$ cat src/design/bus_settings.svh
`ifndef BUS_SETTINGS_SVH
`define BUS_SETTINGS_SVH

// SRAM size in 32-bit words
// Byte addresses at or above 4x this value take an error response
`define BUS_SRAM_DEPTH_WORDS 1024

// Wait states inserted into every data phase
`define BUS_SRAM_WAIT 1

// HMASTER values
`define BUS_MASTER_ID_CORE 8'h00
`define BUS_MASTER_ID_DBG  8'h01

`endif

$ cat src/design/bus_pkg.sv
`default_nettype none

package bus_pkg;

	// ------------------------------------------------------------------
	// Bus vector types

	// Byte address and data word
	typedef logic [31:0] haddr_t;
	typedef logic [31:0] hdata_t;

	// Transfer size code, byte/halfword/word only
	typedef logic [2:0]  hsize_t;
	typedef logic [1:0]  htrans_t;
	typedef logic [3:0]  hprot_t;
	typedef logic [7:0]  hmaster_t;

	// One-hot grant, {fetch, data, debug}
	typedef logic [2:0]  grant_t;

	// ------------------------------------------------------------------
	// Encodings

	localparam htrans_t HTRANS_IDLE   = 2'b00;
	localparam htrans_t HTRANS_NONSEQ = 2'b10;

	localparam hsize_t HSIZE_BYTE = 3'd0;
	localparam hsize_t HSIZE_HALF = 3'd1;
	localparam hsize_t HSIZE_WORD = 3'd2;

	localparam grant_t GNT_NONE  = 3'b000;
	localparam grant_t GNT_FETCH = 3'b100;
	localparam grant_t GNT_DATA  = 3'b010;
	localparam grant_t GNT_DEBUG = 3'b001;

	// SRAM slave FSM
	typedef enum logic [1:0] {ST_IDLE, ST_WAIT, ST_ERR_FIRST, ST_ERR_SECOND} sram_state_e;

endpackage

`default_nettype wire

$ cat src/design/ahb_if.sv
`timescale 1ns/1ns
`default_nettype none

interface ahb_if;
	import bus_pkg::*;

	// Address phase, from the manager
	haddr_t   haddr;
	logic     hwrite;
	htrans_t  htrans;
	hsize_t   hsize;
	hprot_t   hprot;
	hmaster_t hmaster;
	logic     hexcl;

	// Data phase write data, from the manager
	hdata_t   hwdata;

	// Response, from the subordinate
	logic     hready;
	logic     hresp;
	logic     hexokay;
	hdata_t   hrdata;

	modport manager (
		output haddr, hwrite, htrans, hsize, hprot, hmaster, hexcl, hwdata,
		input  hready, hresp, hexokay, hrdata
	);

	modport subordinate (
		input  haddr, hwrite, htrans, hsize, hprot, hmaster, hexcl, hwdata,
		output hready, hresp, hexokay, hrdata
	);

endinterface

`default_nettype wire

$ cat src/design/ahb_port_arbiter.sv
`timescale 1ns/1ns
`default_nettype none

`include "bus_settings.svh"

module ahb_port_arbiter (
	input  wire                    clk,
	input  wire                    rst_n,

	// Instruction fetch requester
	input  wire                    i_aph_req_i,
	input  wire                    i_aph_panic_i,
	input  wire bus_pkg::haddr_t   i_haddr_i,
	input  wire bus_pkg::hsize_t   i_hsize_i,
	input  wire                    i_priv_i,
	output logic                   i_aph_ready_o,
	output logic                   i_dph_ready_o,
	output logic                   i_dph_err_o,
	output bus_pkg::hdata_t        i_rdata_o,

	// Load/store requester
	input  wire                    d_aph_req_i,
	input  wire                    d_aph_excl_i,
	input  wire bus_pkg::haddr_t   d_haddr_i,
	input  wire bus_pkg::hsize_t   d_hsize_i,
	input  wire                    d_priv_i,
	input  wire                    d_hwrite_i,
	input  wire bus_pkg::hdata_t   d_wdata_i,
	output logic                   d_aph_ready_o,
	output logic                   d_dph_ready_o,
	output logic                   d_dph_err_o,
	output logic                   d_dph_exokay_o,
	output bus_pkg::hdata_t        d_rdata_o,

	// Debugger system bus
	input  wire bus_pkg::haddr_t   s_addr_i,
	input  wire                    s_write_i,
	input  wire [1:0]              s_size_i,
	input  wire                    s_vld_i,
	input  wire bus_pkg::hdata_t   s_wdata_i,
	output logic                   s_rdy_o,
	output logic                   s_err_o,
	output bus_pkg::hdata_t        s_rdata_o,

	// Shared master port
	ahb_if.manager                 bus_o
);
	import bus_pkg::*;

	// ------------------------------------------------------------------
	// Grant

	grant_t gnt;
	grant_t gnt_prev;

	// Previous cycle had a NONSEQ stalled by hready low
	logic   hold_aph;

	// Data phase owners
	logic   dph_i;
	logic   dph_d;
	logic   dph_s;

	always_ff @(posedge clk or negedge rst_n) begin
		if (!rst_n) begin
			hold_aph <= 1'b0;
			gnt_prev <= GNT_NONE;
		end else begin
			// Error first cycle also has hready low and is no stall
			hold_aph <= (bus_o.htrans == HTRANS_NONSEQ) && !bus_o.hready && !bus_o.hresp;
			gnt_prev <= gnt;
		end
	end

	// Panic fetch, then load/store, then debug, then normal fetch
	always_comb begin
		if (hold_aph)
			gnt = gnt_prev;
		else if (i_aph_req_i && i_aph_panic_i)
			gnt = GNT_FETCH;
		else if (d_aph_req_i)
			gnt = GNT_DATA;
		// Debug vld may be stale while debug still owns a data phase
		else if (s_vld_i && !dph_s)
			gnt = GNT_DEBUG;
		else if (i_aph_req_i)
			gnt = GNT_FETCH;
		else
			gnt = GNT_NONE;
	end

	// Owner advances whenever the bus moves
	always_ff @(posedge clk or negedge rst_n) begin
		if (!rst_n) begin
			dph_i <= 1'b0;
			dph_d <= 1'b0;
			dph_s <= 1'b0;
		end else if (bus_o.hready) begin
			dph_i <= (gnt == GNT_FETCH);
			dph_d <= (gnt == GNT_DATA);
			dph_s <= (gnt == GNT_DEBUG);
		end
	end

	// ------------------------------------------------------------------
	// Address phase mux

	hprot_t hprot_fetch;
	hprot_t hprot_data;
	hprot_t hprot_dbg;

	// Noncacheable and nonbufferable with bit 1 privileged and bit 0 data access
	assign hprot_fetch = {2'b00, i_priv_i, 1'b0};
	assign hprot_data  = {2'b00, d_priv_i, 1'b1};
	assign hprot_dbg   = 4'b0011;

	always_comb begin
		// Idle defaults
		bus_o.htrans  = HTRANS_IDLE;
		bus_o.haddr   = '0;
		bus_o.hwrite  = 1'b0;
		bus_o.hsize   = HSIZE_BYTE;
		bus_o.hprot   = '0;
		bus_o.hmaster = `BUS_MASTER_ID_CORE;
		bus_o.hexcl   = 1'b0;
		case (gnt)
			GNT_FETCH: begin
				bus_o.htrans = HTRANS_NONSEQ;
				bus_o.haddr  = i_haddr_i;
				bus_o.hsize  = i_hsize_i;
				bus_o.hprot  = hprot_fetch;
			end
			GNT_DATA: begin
				bus_o.htrans = HTRANS_NONSEQ;
				bus_o.haddr  = d_haddr_i;
				bus_o.hwrite = d_hwrite_i;
				bus_o.hsize  = d_hsize_i;
				bus_o.hprot  = hprot_data;
				bus_o.hexcl  = d_aph_excl_i;
			end
			GNT_DEBUG: begin
				bus_o.htrans  = HTRANS_NONSEQ;
				bus_o.haddr   = s_addr_i;
				bus_o.hwrite  = s_write_i;
				bus_o.hsize   = {1'b0, s_size_i};
				bus_o.hprot   = hprot_dbg;
				bus_o.hmaster = `BUS_MASTER_ID_DBG;
			end
			default: begin
				bus_o.htrans = HTRANS_IDLE;
			end
		endcase
	end

	// Write data follows the data phase, not the grant
	assign bus_o.hwdata = dph_s ? s_wdata_i : d_wdata_i;

	// ------------------------------------------------------------------
	// Response routing

	// Read data fans out; only the owner sees ready
	assign i_rdata_o = bus_o.hrdata;
	assign d_rdata_o = bus_o.hrdata;
	assign s_rdata_o = bus_o.hrdata;

	assign i_aph_ready_o = bus_o.hready && (gnt == GNT_FETCH);
	assign i_dph_ready_o = dph_i && bus_o.hready;
	assign i_dph_err_o   = dph_i && bus_o.hresp;

	// Err shows on both error cycles and ready only on the second
	assign d_aph_ready_o  = bus_o.hready && (gnt == GNT_DATA);
	assign d_dph_ready_o  = dph_d && bus_o.hready;
	assign d_dph_err_o    = dph_d && bus_o.hresp;
	assign d_dph_exokay_o = dph_d && bus_o.hexokay;

	assign s_rdy_o = dph_s && bus_o.hready;
	assign s_err_o = dph_s && bus_o.hresp;

	// ------------------------------------------------------------------
	// Checks

	a_gnt_onehot: assert property (@(posedge clk) disable iff (!rst_n)
		$onehot0(gnt))
		else $error("arbiter grant not one-hot");

	a_htrans_gnt: assert property (@(posedge clk) disable iff (!rst_n)
		(bus_o.htrans == HTRANS_NONSEQ) == (gnt != GNT_NONE))
		else $error("htrans does not match grant");

endmodule

`default_nettype wire

$ cat src/flat_wrapper.sv
// flat-port wrapper written by rule: the top's interface ports become plain ports
module ahb_port_arbiter_flat import bus_pkg::*;
  (clk, rst_n, i_aph_req_i, i_aph_panic_i, i_haddr_i, i_hsize_i, i_priv_i, i_aph_ready_o, i_dph_ready_o, i_dph_err_o, i_rdata_o, d_aph_req_i, d_aph_excl_i, d_haddr_i, d_hsize_i, d_priv_i, d_hwrite_i, d_wdata_i, d_aph_ready_o, d_dph_ready_o, d_dph_err_o, d_dph_exokay_o, d_rdata_o, s_addr_i, s_write_i, s_size_i, s_vld_i, s_wdata_i, s_rdy_o, s_err_o, s_rdata_o, bus_o_haddr, bus_o_hwrite, bus_o_htrans, bus_o_hsize, bus_o_hprot, bus_o_hmaster, bus_o_hexcl, bus_o_hwdata, bus_o_hready, bus_o_hresp, bus_o_hexokay, bus_o_hrdata);
  ahb_if bus_o_i ();
  input  wire clk;
  input  wire rst_n;
  input  wire i_aph_req_i;
  input  wire i_aph_panic_i;
  input  wire bus_pkg::haddr_t i_haddr_i;
  input  wire bus_pkg::hsize_t i_hsize_i;
  input  wire i_priv_i;
  output logic i_aph_ready_o;
  output logic i_dph_ready_o;
  output logic i_dph_err_o;
  output bus_pkg::hdata_t i_rdata_o;
  input  wire d_aph_req_i;
  input  wire d_aph_excl_i;
  input  wire bus_pkg::haddr_t d_haddr_i;
  input  wire bus_pkg::hsize_t d_hsize_i;
  input  wire d_priv_i;
  input  wire d_hwrite_i;
  input  wire bus_pkg::hdata_t d_wdata_i;
  output logic d_aph_ready_o;
  output logic d_dph_ready_o;
  output logic d_dph_err_o;
  output logic d_dph_exokay_o;
  output bus_pkg::hdata_t d_rdata_o;
  input  wire bus_pkg::haddr_t s_addr_i;
  input  wire s_write_i;
  input  wire [1:0] s_size_i;
  input  wire s_vld_i;
  input  wire bus_pkg::hdata_t s_wdata_i;
  output logic s_rdy_o;
  output logic s_err_o;
  output bus_pkg::hdata_t s_rdata_o;
  output wire logic [$bits(bus_o_i.haddr)-1:0] bus_o_haddr;
  output wire logic [$bits(bus_o_i.hwrite)-1:0] bus_o_hwrite;
  output wire logic [$bits(bus_o_i.htrans)-1:0] bus_o_htrans;
  output wire logic [$bits(bus_o_i.hsize)-1:0] bus_o_hsize;
  output wire logic [$bits(bus_o_i.hprot)-1:0] bus_o_hprot;
  output wire logic [$bits(bus_o_i.hmaster)-1:0] bus_o_hmaster;
  output wire logic [$bits(bus_o_i.hexcl)-1:0] bus_o_hexcl;
  output wire logic [$bits(bus_o_i.hwdata)-1:0] bus_o_hwdata;
  input wire logic [$bits(bus_o_i.hready)-1:0] bus_o_hready;
  input wire logic [$bits(bus_o_i.hresp)-1:0] bus_o_hresp;
  input wire logic [$bits(bus_o_i.hexokay)-1:0] bus_o_hexokay;
  input wire logic [$bits(bus_o_i.hrdata)-1:0] bus_o_hrdata;
  assign bus_o_haddr = bus_o_i.haddr;
  assign bus_o_hwrite = bus_o_i.hwrite;
  assign bus_o_htrans = bus_o_i.htrans;
  assign bus_o_hsize = bus_o_i.hsize;
  assign bus_o_hprot = bus_o_i.hprot;
  assign bus_o_hmaster = bus_o_i.hmaster;
  assign bus_o_hexcl = bus_o_i.hexcl;
  assign bus_o_hwdata = bus_o_i.hwdata;
  assign bus_o_i.hready = bus_o_hready;
  assign bus_o_i.hresp = bus_o_hresp;
  assign bus_o_i.hexokay = bus_o_hexokay;
  assign bus_o_i.hrdata = bus_o_hrdata;
  ahb_port_arbiter u_core (.clk(clk), .rst_n(rst_n), .i_aph_req_i(i_aph_req_i), .i_aph_panic_i(i_aph_panic_i), .i_haddr_i(i_haddr_i), .i_hsize_i(i_hsize_i), .i_priv_i(i_priv_i), .i_aph_ready_o(i_aph_ready_o), .i_dph_ready_o(i_dph_ready_o), .i_dph_err_o(i_dph_err_o), .i_rdata_o(i_rdata_o), .d_aph_req_i(d_aph_req_i), .d_aph_excl_i(d_aph_excl_i), .d_haddr_i(d_haddr_i), .d_hsize_i(d_hsize_i), .d_priv_i(d_priv_i), .d_hwrite_i(d_hwrite_i), .d_wdata_i(d_wdata_i), .d_aph_ready_o(d_aph_ready_o), .d_dph_ready_o(d_dph_ready_o), .d_dph_err_o(d_dph_err_o), .d_dph_exokay_o(d_dph_exokay_o), .d_rdata_o(d_rdata_o), .s_addr_i(s_addr_i), .s_write_i(s_write_i), .s_size_i(s_size_i), .s_vld_i(s_vld_i), .s_wdata_i(s_wdata_i), .s_rdy_o(s_rdy_o), .s_err_o(s_err_o), .s_rdata_o(s_rdata_o), .bus_o(bus_o_i));
endmodule
$ cat config.mk
export PLATFORM = sky130hd
export DESIGN_NAME = ahb_port_arbiter_flat
export DESIGN_NICKNAME = d
export VERILOG_FILES = /design/src/design/bus_pkg.sv /design/src/design/ahb_if.sv /design/src/design/ahb_port_arbiter.sv /design/src/flat_wrapper.sv
export VERILOG_INCLUDE_DIRS = /design/src /design/src/design
export SDC_FILE = /design/constraint.sdc
export NUM_CORES = 1
export LEC_CHECK = 0
export BUFFER_PORTS_ARGS = -buffer_cell sky130_fd_sc_hd__buf_2
export CAP_MARGIN = 15
export CORE_AREA = 10 10 148 150
export DETAILED_ROUTE_END_ITERATION = 10
export DIE_AREA = 0 0 158 160
export PLACE_DENSITY = 0.55
export SYNTH_ARGS = -nofsm -noshare
export SYNTH_HDL_FRONTEND = slang
export SYNTH_SLANG_ARGS = --single-unit
$ cat constraint.sdc
create_clock -name clk -period 4 [get_ports clk]
set_input_delay 0.4 -clock clk [delete_from_list [all_inputs] [get_ports clk]]
set_output_delay 0.4 -clock clk [all_outputs]
set_load 0.005 [all_outputs]
# Word-level counts from Yosys, hierarchy flattened
# Cells that the tools add are included.
[word_totals]
ff_bits = 7
inputBits = 214
[classes]
eq_ne = 4
n_mux = 13
reduce_logical = 17
[ops]
columns = ["operator", "count"]
rows = [
  ["32-bit case mux with 3 select lines", 1],
  ["32-bit 2-to-1 mux", 1],
  ["3-bit 2-to-1 mux", 5],
  ["1-bit logical AND", 13],
  ["3-bit case mux with 3 select lines", 1],
  ["2-bit case mux with 3 select lines", 1],
  ["3-bit by 1-bit equality test with 1-bit output (second input constant)", 1],
  ["3-bit by 2-bit equality test with 1-bit output (second input constant)", 1],
  ["3-bit equality test (second input constant)", 1],
  ["1-bit zero test", 3],
  ["3-bit OR reduction", 1],
  ["2-bit equality test (second input constant)", 1],
  ["1-bit 2-to-1 mux", 2],
  ["2-bit 2-to-1 mux", 1],
  ["1-bit case mux with 2 select lines", 1],
]

# Longest topological paths before layout
[logic_depth]
ltp_word = 12
depth_mapped = 7

# Least setup slack after synthesis
# OpenSTA, ideal clock, no wires.
[synth_timing]
kind = "reg-to-output"
start = "register u_core.dph_s"
end = "output port bus_o_haddr[5]"
arrival_time_ns = 1.442
path_slack_ns = 2.158
path_stages_with_launch = 7
path_buffers = 2
path_cell_list = "dfrtp_1 -> buf_6 -> nor2b_1 -> a32o_2 -> nor2_4 -> buf_4 -> a221o_1"
[synth_between]
elab_chain_len = 8
[synth_rtl]
columns = ["element", "line_no", "source"]
rows = [
  ["start, declared", "ahb_port_arbiter.sv:62", "logic dph_s;"],
  ["start signal, assigned", "ahb_port_arbiter.sv:101", "dph_s <= (gnt == GNT_DEBUG);"],
  ["1-bit zero test *", "ahb_port_arbiter.sv:84", "else if (s_vld_i && !dph_s)"],
  ["1-bit logical AND *", "ahb_port_arbiter.sv:84", ""],
  ["3-bit 2-to-1 mux *", "ahb_port_arbiter.sv:84", ""],
  ["3-bit 2-to-1 mux *", "ahb_port_arbiter.sv:81", "else if (d_aph_req_i)"],
  ["3-bit 2-to-1 mux *", "ahb_port_arbiter.sv:79", "else if (i_aph_req_i && i_aph_panic_i)"],
  ["3-bit 2-to-1 mux *", "ahb_port_arbiter.sv:77", "if (hold_aph)"],
  ["net u_core.gnt[0]", "ahb_port_arbiter.sv:53", "grant_t gnt;"],
  ["3-bit by 1-bit equality test with 1-bit output (tied with other cells)", "ahb_port_arbiter.sv:126", "case (gnt)"],
  ["32-bit case mux with 3 select lines *", "ahb_port_arbiter.sv:126", ""],
  ["end, declared", "flat_wrapper.sv:36", "output wire logic [$bits(bus_o_i.haddr)-1:0] bus_o_haddr;"],
]
# Mark *: on every way through the listed nets, which the timed path passes. The rest lies on a longest branch.

# Final worst setup path
[layout_timing]
start = "register u_core.hold_aph"
end = "output port bus_o_haddr[7]"
[layout_between]
elab_chain_len = 3
[layout_rtl]
columns = ["element", "line_no", "source"]
rows = [
  ["start, declared", "ahb_port_arbiter.sv:57", "logic hold_aph;"],
  ["start signal, assigned", "ahb_port_arbiter.sv:70", "hold_aph <= (bus_o.htrans == HTRANS_NONSEQ) && !bus_o.hready && !bus_o.hresp;"],
  ["3-bit 2-to-1 mux *", "ahb_port_arbiter.sv:77", ""],
  ["3-bit by 1-bit equality test with 1-bit output (tied with other cells)", "ahb_port_arbiter.sv:126", ""],
  ["32-bit case mux with 3 select lines *", "ahb_port_arbiter.sv:126", ""],
]
# Every way passes the cells marked *; elsewhere a longest branch is shown, timed or not.

==> results.toml <==
[cells_and_area]
nFillCells = 2169
fin_nets = 643
drive_gt1_share_pct = 72.4
utilization_pct = 16.5
area_growth_pct = 36.1
n_antenna_cell = 0

[clock_network]
cts_setup_buffers = 0
max-clock-path-buffers = 2
cts_root_buffer = "clkbuf_16"
clk_pin_slew_ps = 40
ctsHoldBuffers = 0
tritoncts = "done"
h-tree-depth = 1
cts_resized = 0
cts_made_buffers = 3
insertion_delay_ps = 230
numClockSinks = 7

[detailed_routing]
wl_per_cell_microns = 18.1
initialDrtViolationCount = 129
wirelength_microns = 12000
post-route-drc-count = 0
routed_via_density = 3.75
drtPass1Iterations = 4
ant_nets = 0
vias = 2500

[grt]
grt_pass1_vias = 2914
grt_first_pass_wirelength_microns = 16800
antenna_found_initial = 0
gr-total-overflow = 0
grt_usage_pct = 8.45
grt_max_degree = 41

[flow_run]
cap_violations = 0

[synthesis]
synth_area_leaders = "buf_4 35%, mux2_2 17%, a221o_1 15%, and2_1 12%, dfrtp_1 7.6%"
synth-compound-area-share_pct = 19.5
synth_fa_ha_area_share_pct = 0
synth_cell_types = 29
seq_area_frac_synth_pct = 7.58
synth_top_area_share_pct = 34.8
synth_xor_area_share_pct = 0.379
synth_top_family_by_area = "buffers and inverters"
syn_inst = 273
synth_warnings = 0
ys_seq_elements = 7
synth_area_per_cell_sq_um = 8.47
synthSimpleGateAreaFrac_pct = 15.4
yosys.area.top_type = "buf_4"
synth_area_sq_um = 2310
synth.area.mux_share_pct = 17.1

[power]
p_leak_nw = 1.71
power.density_nw_per_um2 = 211
vdd_drop_max_uv = 83.9
total_power_w = 0.000663

[timing]
setup_viol = 0
finalHoldViolations = 0
rsz0062_at_grt = "no"
period_share_pct = 68.1
drv_slew = 0
slew_headroom_pct = 40.3
setup_ws_ps = 1270
fmax_ghz = 0.367
finalSetupTns_ps = 0
fin_skew_ps = 1.75
tightest_slew_ps = 895
min_period_ps = 2730
whs_ps = 4.40

[floorplan]
die_h_microns = 160
rows = 51
die-area_sq_um = 25300
initial_core_util_pct = 12.1
core_sq_um = 19100
ios = 402
die_w_microns = 158

[worst_setup_path]
regToRegStartpoint = "u_core.hold_aph"
cp.arrival_ps = 2330
cp_max_fo = 40
path_class = "flip-flop to output port"
worstPathCellList = "nor4bb_1, a31o_2, and2_1, a221o_1, buf_2"
cp-start-kind = "flip-flop"
critPathLaunch = "u_core.hold_aph"
required_ps = 3600
crit_path_end_kind = "output port"
crit_slowest_cell = "a31o_2"
slowest_delay_ps = 720

[place]
port_buffers = 263
place_congestion = 0.764
hpwl_microns = 10600
post-place-ws_ps = 1440

[min_path]
min_path_type = "input pin to asynchronous set/reset pin"

[outcome]
status = "complete, no violations"
[critical path, delay by kind of cell (launching register included)]
kind | cells | cell delay (ps)
DFF | 1 | 510
and+or+nand+nor | 2 | 620
buffers and inverters | 1 | 110
AOI/OAI and AO/OA | 2 | 840
[cell usage in the layout, fill, tap and decap left out]
master     netlist  routed
inv_1            1       1
a31o_2           1       1
a21o_1           1       1
nor2b_1          2       2
a22o_1           2       2
clkbuf_16        0       3
nor2_4           1       1
a32o_2           1       1
buf_4          107       3
nor4bb_1         2       2
a21oi_2          1       1
a2bb2oi_1        1       1
mux2_2          35      35
xnor2_1          1       1
or3b_1           1       1
clkinv_2         0       1
a221o_1         35      35
o21a_2           0       1
nand2_1          4       4
o21ai_1          1       1
nor3b_1          1       1
a211o_1          1       1
and2_1          44      44
o211ai_1         1       1
buf_2            4     263
conb_1           1      10
o21ai_0          2       2
dfrtp_1          7       7
or2_1            1       1
[per-layer routing]
layer	GRT usage (%)	part of all wire, %	wire length (microns)
met2	15.1	47	5670
met3	4.19	15	1800
met1	8.20	35	4210
met5	0	0	0
met4	3.03	3.0	358
[final timing paths]
check / to / slack [ps] / cells after the start
max in group asynchronous: u_core.gnt_prev[0] / 3830 / 1
max reg2reg: u_core.hold_aph / 1830 / 4
max: bus_o_haddr[7] / 1270 / 5
min reg2reg: u_core.dph_i / 550 / 1
min: u_core.dph_d / 4 / 1
min in group clk: u_core.hold_aph / 420 / 2
[sequential cells by signal, indices dropped and copies added, names as in the netlist]
signal           flops
u_core.dph_d         1
u_core.hold_aph      1
u_core.dph_i         1
u_core.gnt_prev      3
u_core.dph_s         1
[stage by stage]
stage	instance area [sq um]	cells
after CTS	3150	666
after global placement	3070	662
final	3150	666
after global routing	3150	666
after detailed placement	3070	662
after floorplan	2340	282
[cell type report]
cell class / count / area (sq um) / area share [%]
clock inverter: 1 / 5.00 / 0.159
sequential: 7 / 175 / 5.57
inverter: 1 / 3.75 / 0.119
tap: 238 / 298 / 9.47
clock buffer: 3 / 75.1 / 2.39
multi-input combinational: 150 / 1250 / 39.7
timing repair buffer: 266 / 1340 / 42.6
[cell usage after synthesis, drive strengths merged]
cell / number
a2bb2oi: 1
nor4bb: 2
mux2: 35
a21o: 1
xnor2: 1
nand2: 4
clkbuf: 7
nor2b: 2
o21ai: 3
nor2: 1
o211ai: 1
a31o: 1
conb: 1
o21a: 1
or2: 1
inv: 1
a21oi: 1
buf: 117
or3b: 1
nor3b: 1
and2: 44
a211o: 1
a221o: 35
a22o: 2
a32o: 1
dfrtp: 7
[logic make-up after synthesis]
| family | count (synthesis) |
|---|---|
| xor gates and xnor gates | 1 |
| AOI/OAI and AO/OA | 48 |
| other | 1 |
| buffers and inverters | 125 |
| muxes | 35 |
| DFF | 7 |
| and+or+nand+nor | 56 |
[report_power, final]
part | internal, W | total [W] | switching (W)
registers | 0.0000787 | 0.0000874 | 0.00000871
logic | 0.000226 | 0.000400 | 0.000174
clock network | 0.000132 | 0.000176 | 0.0000441
total | 0.000436 | 0.000663 | 0.000227
(Power assumes the default switching activity.)
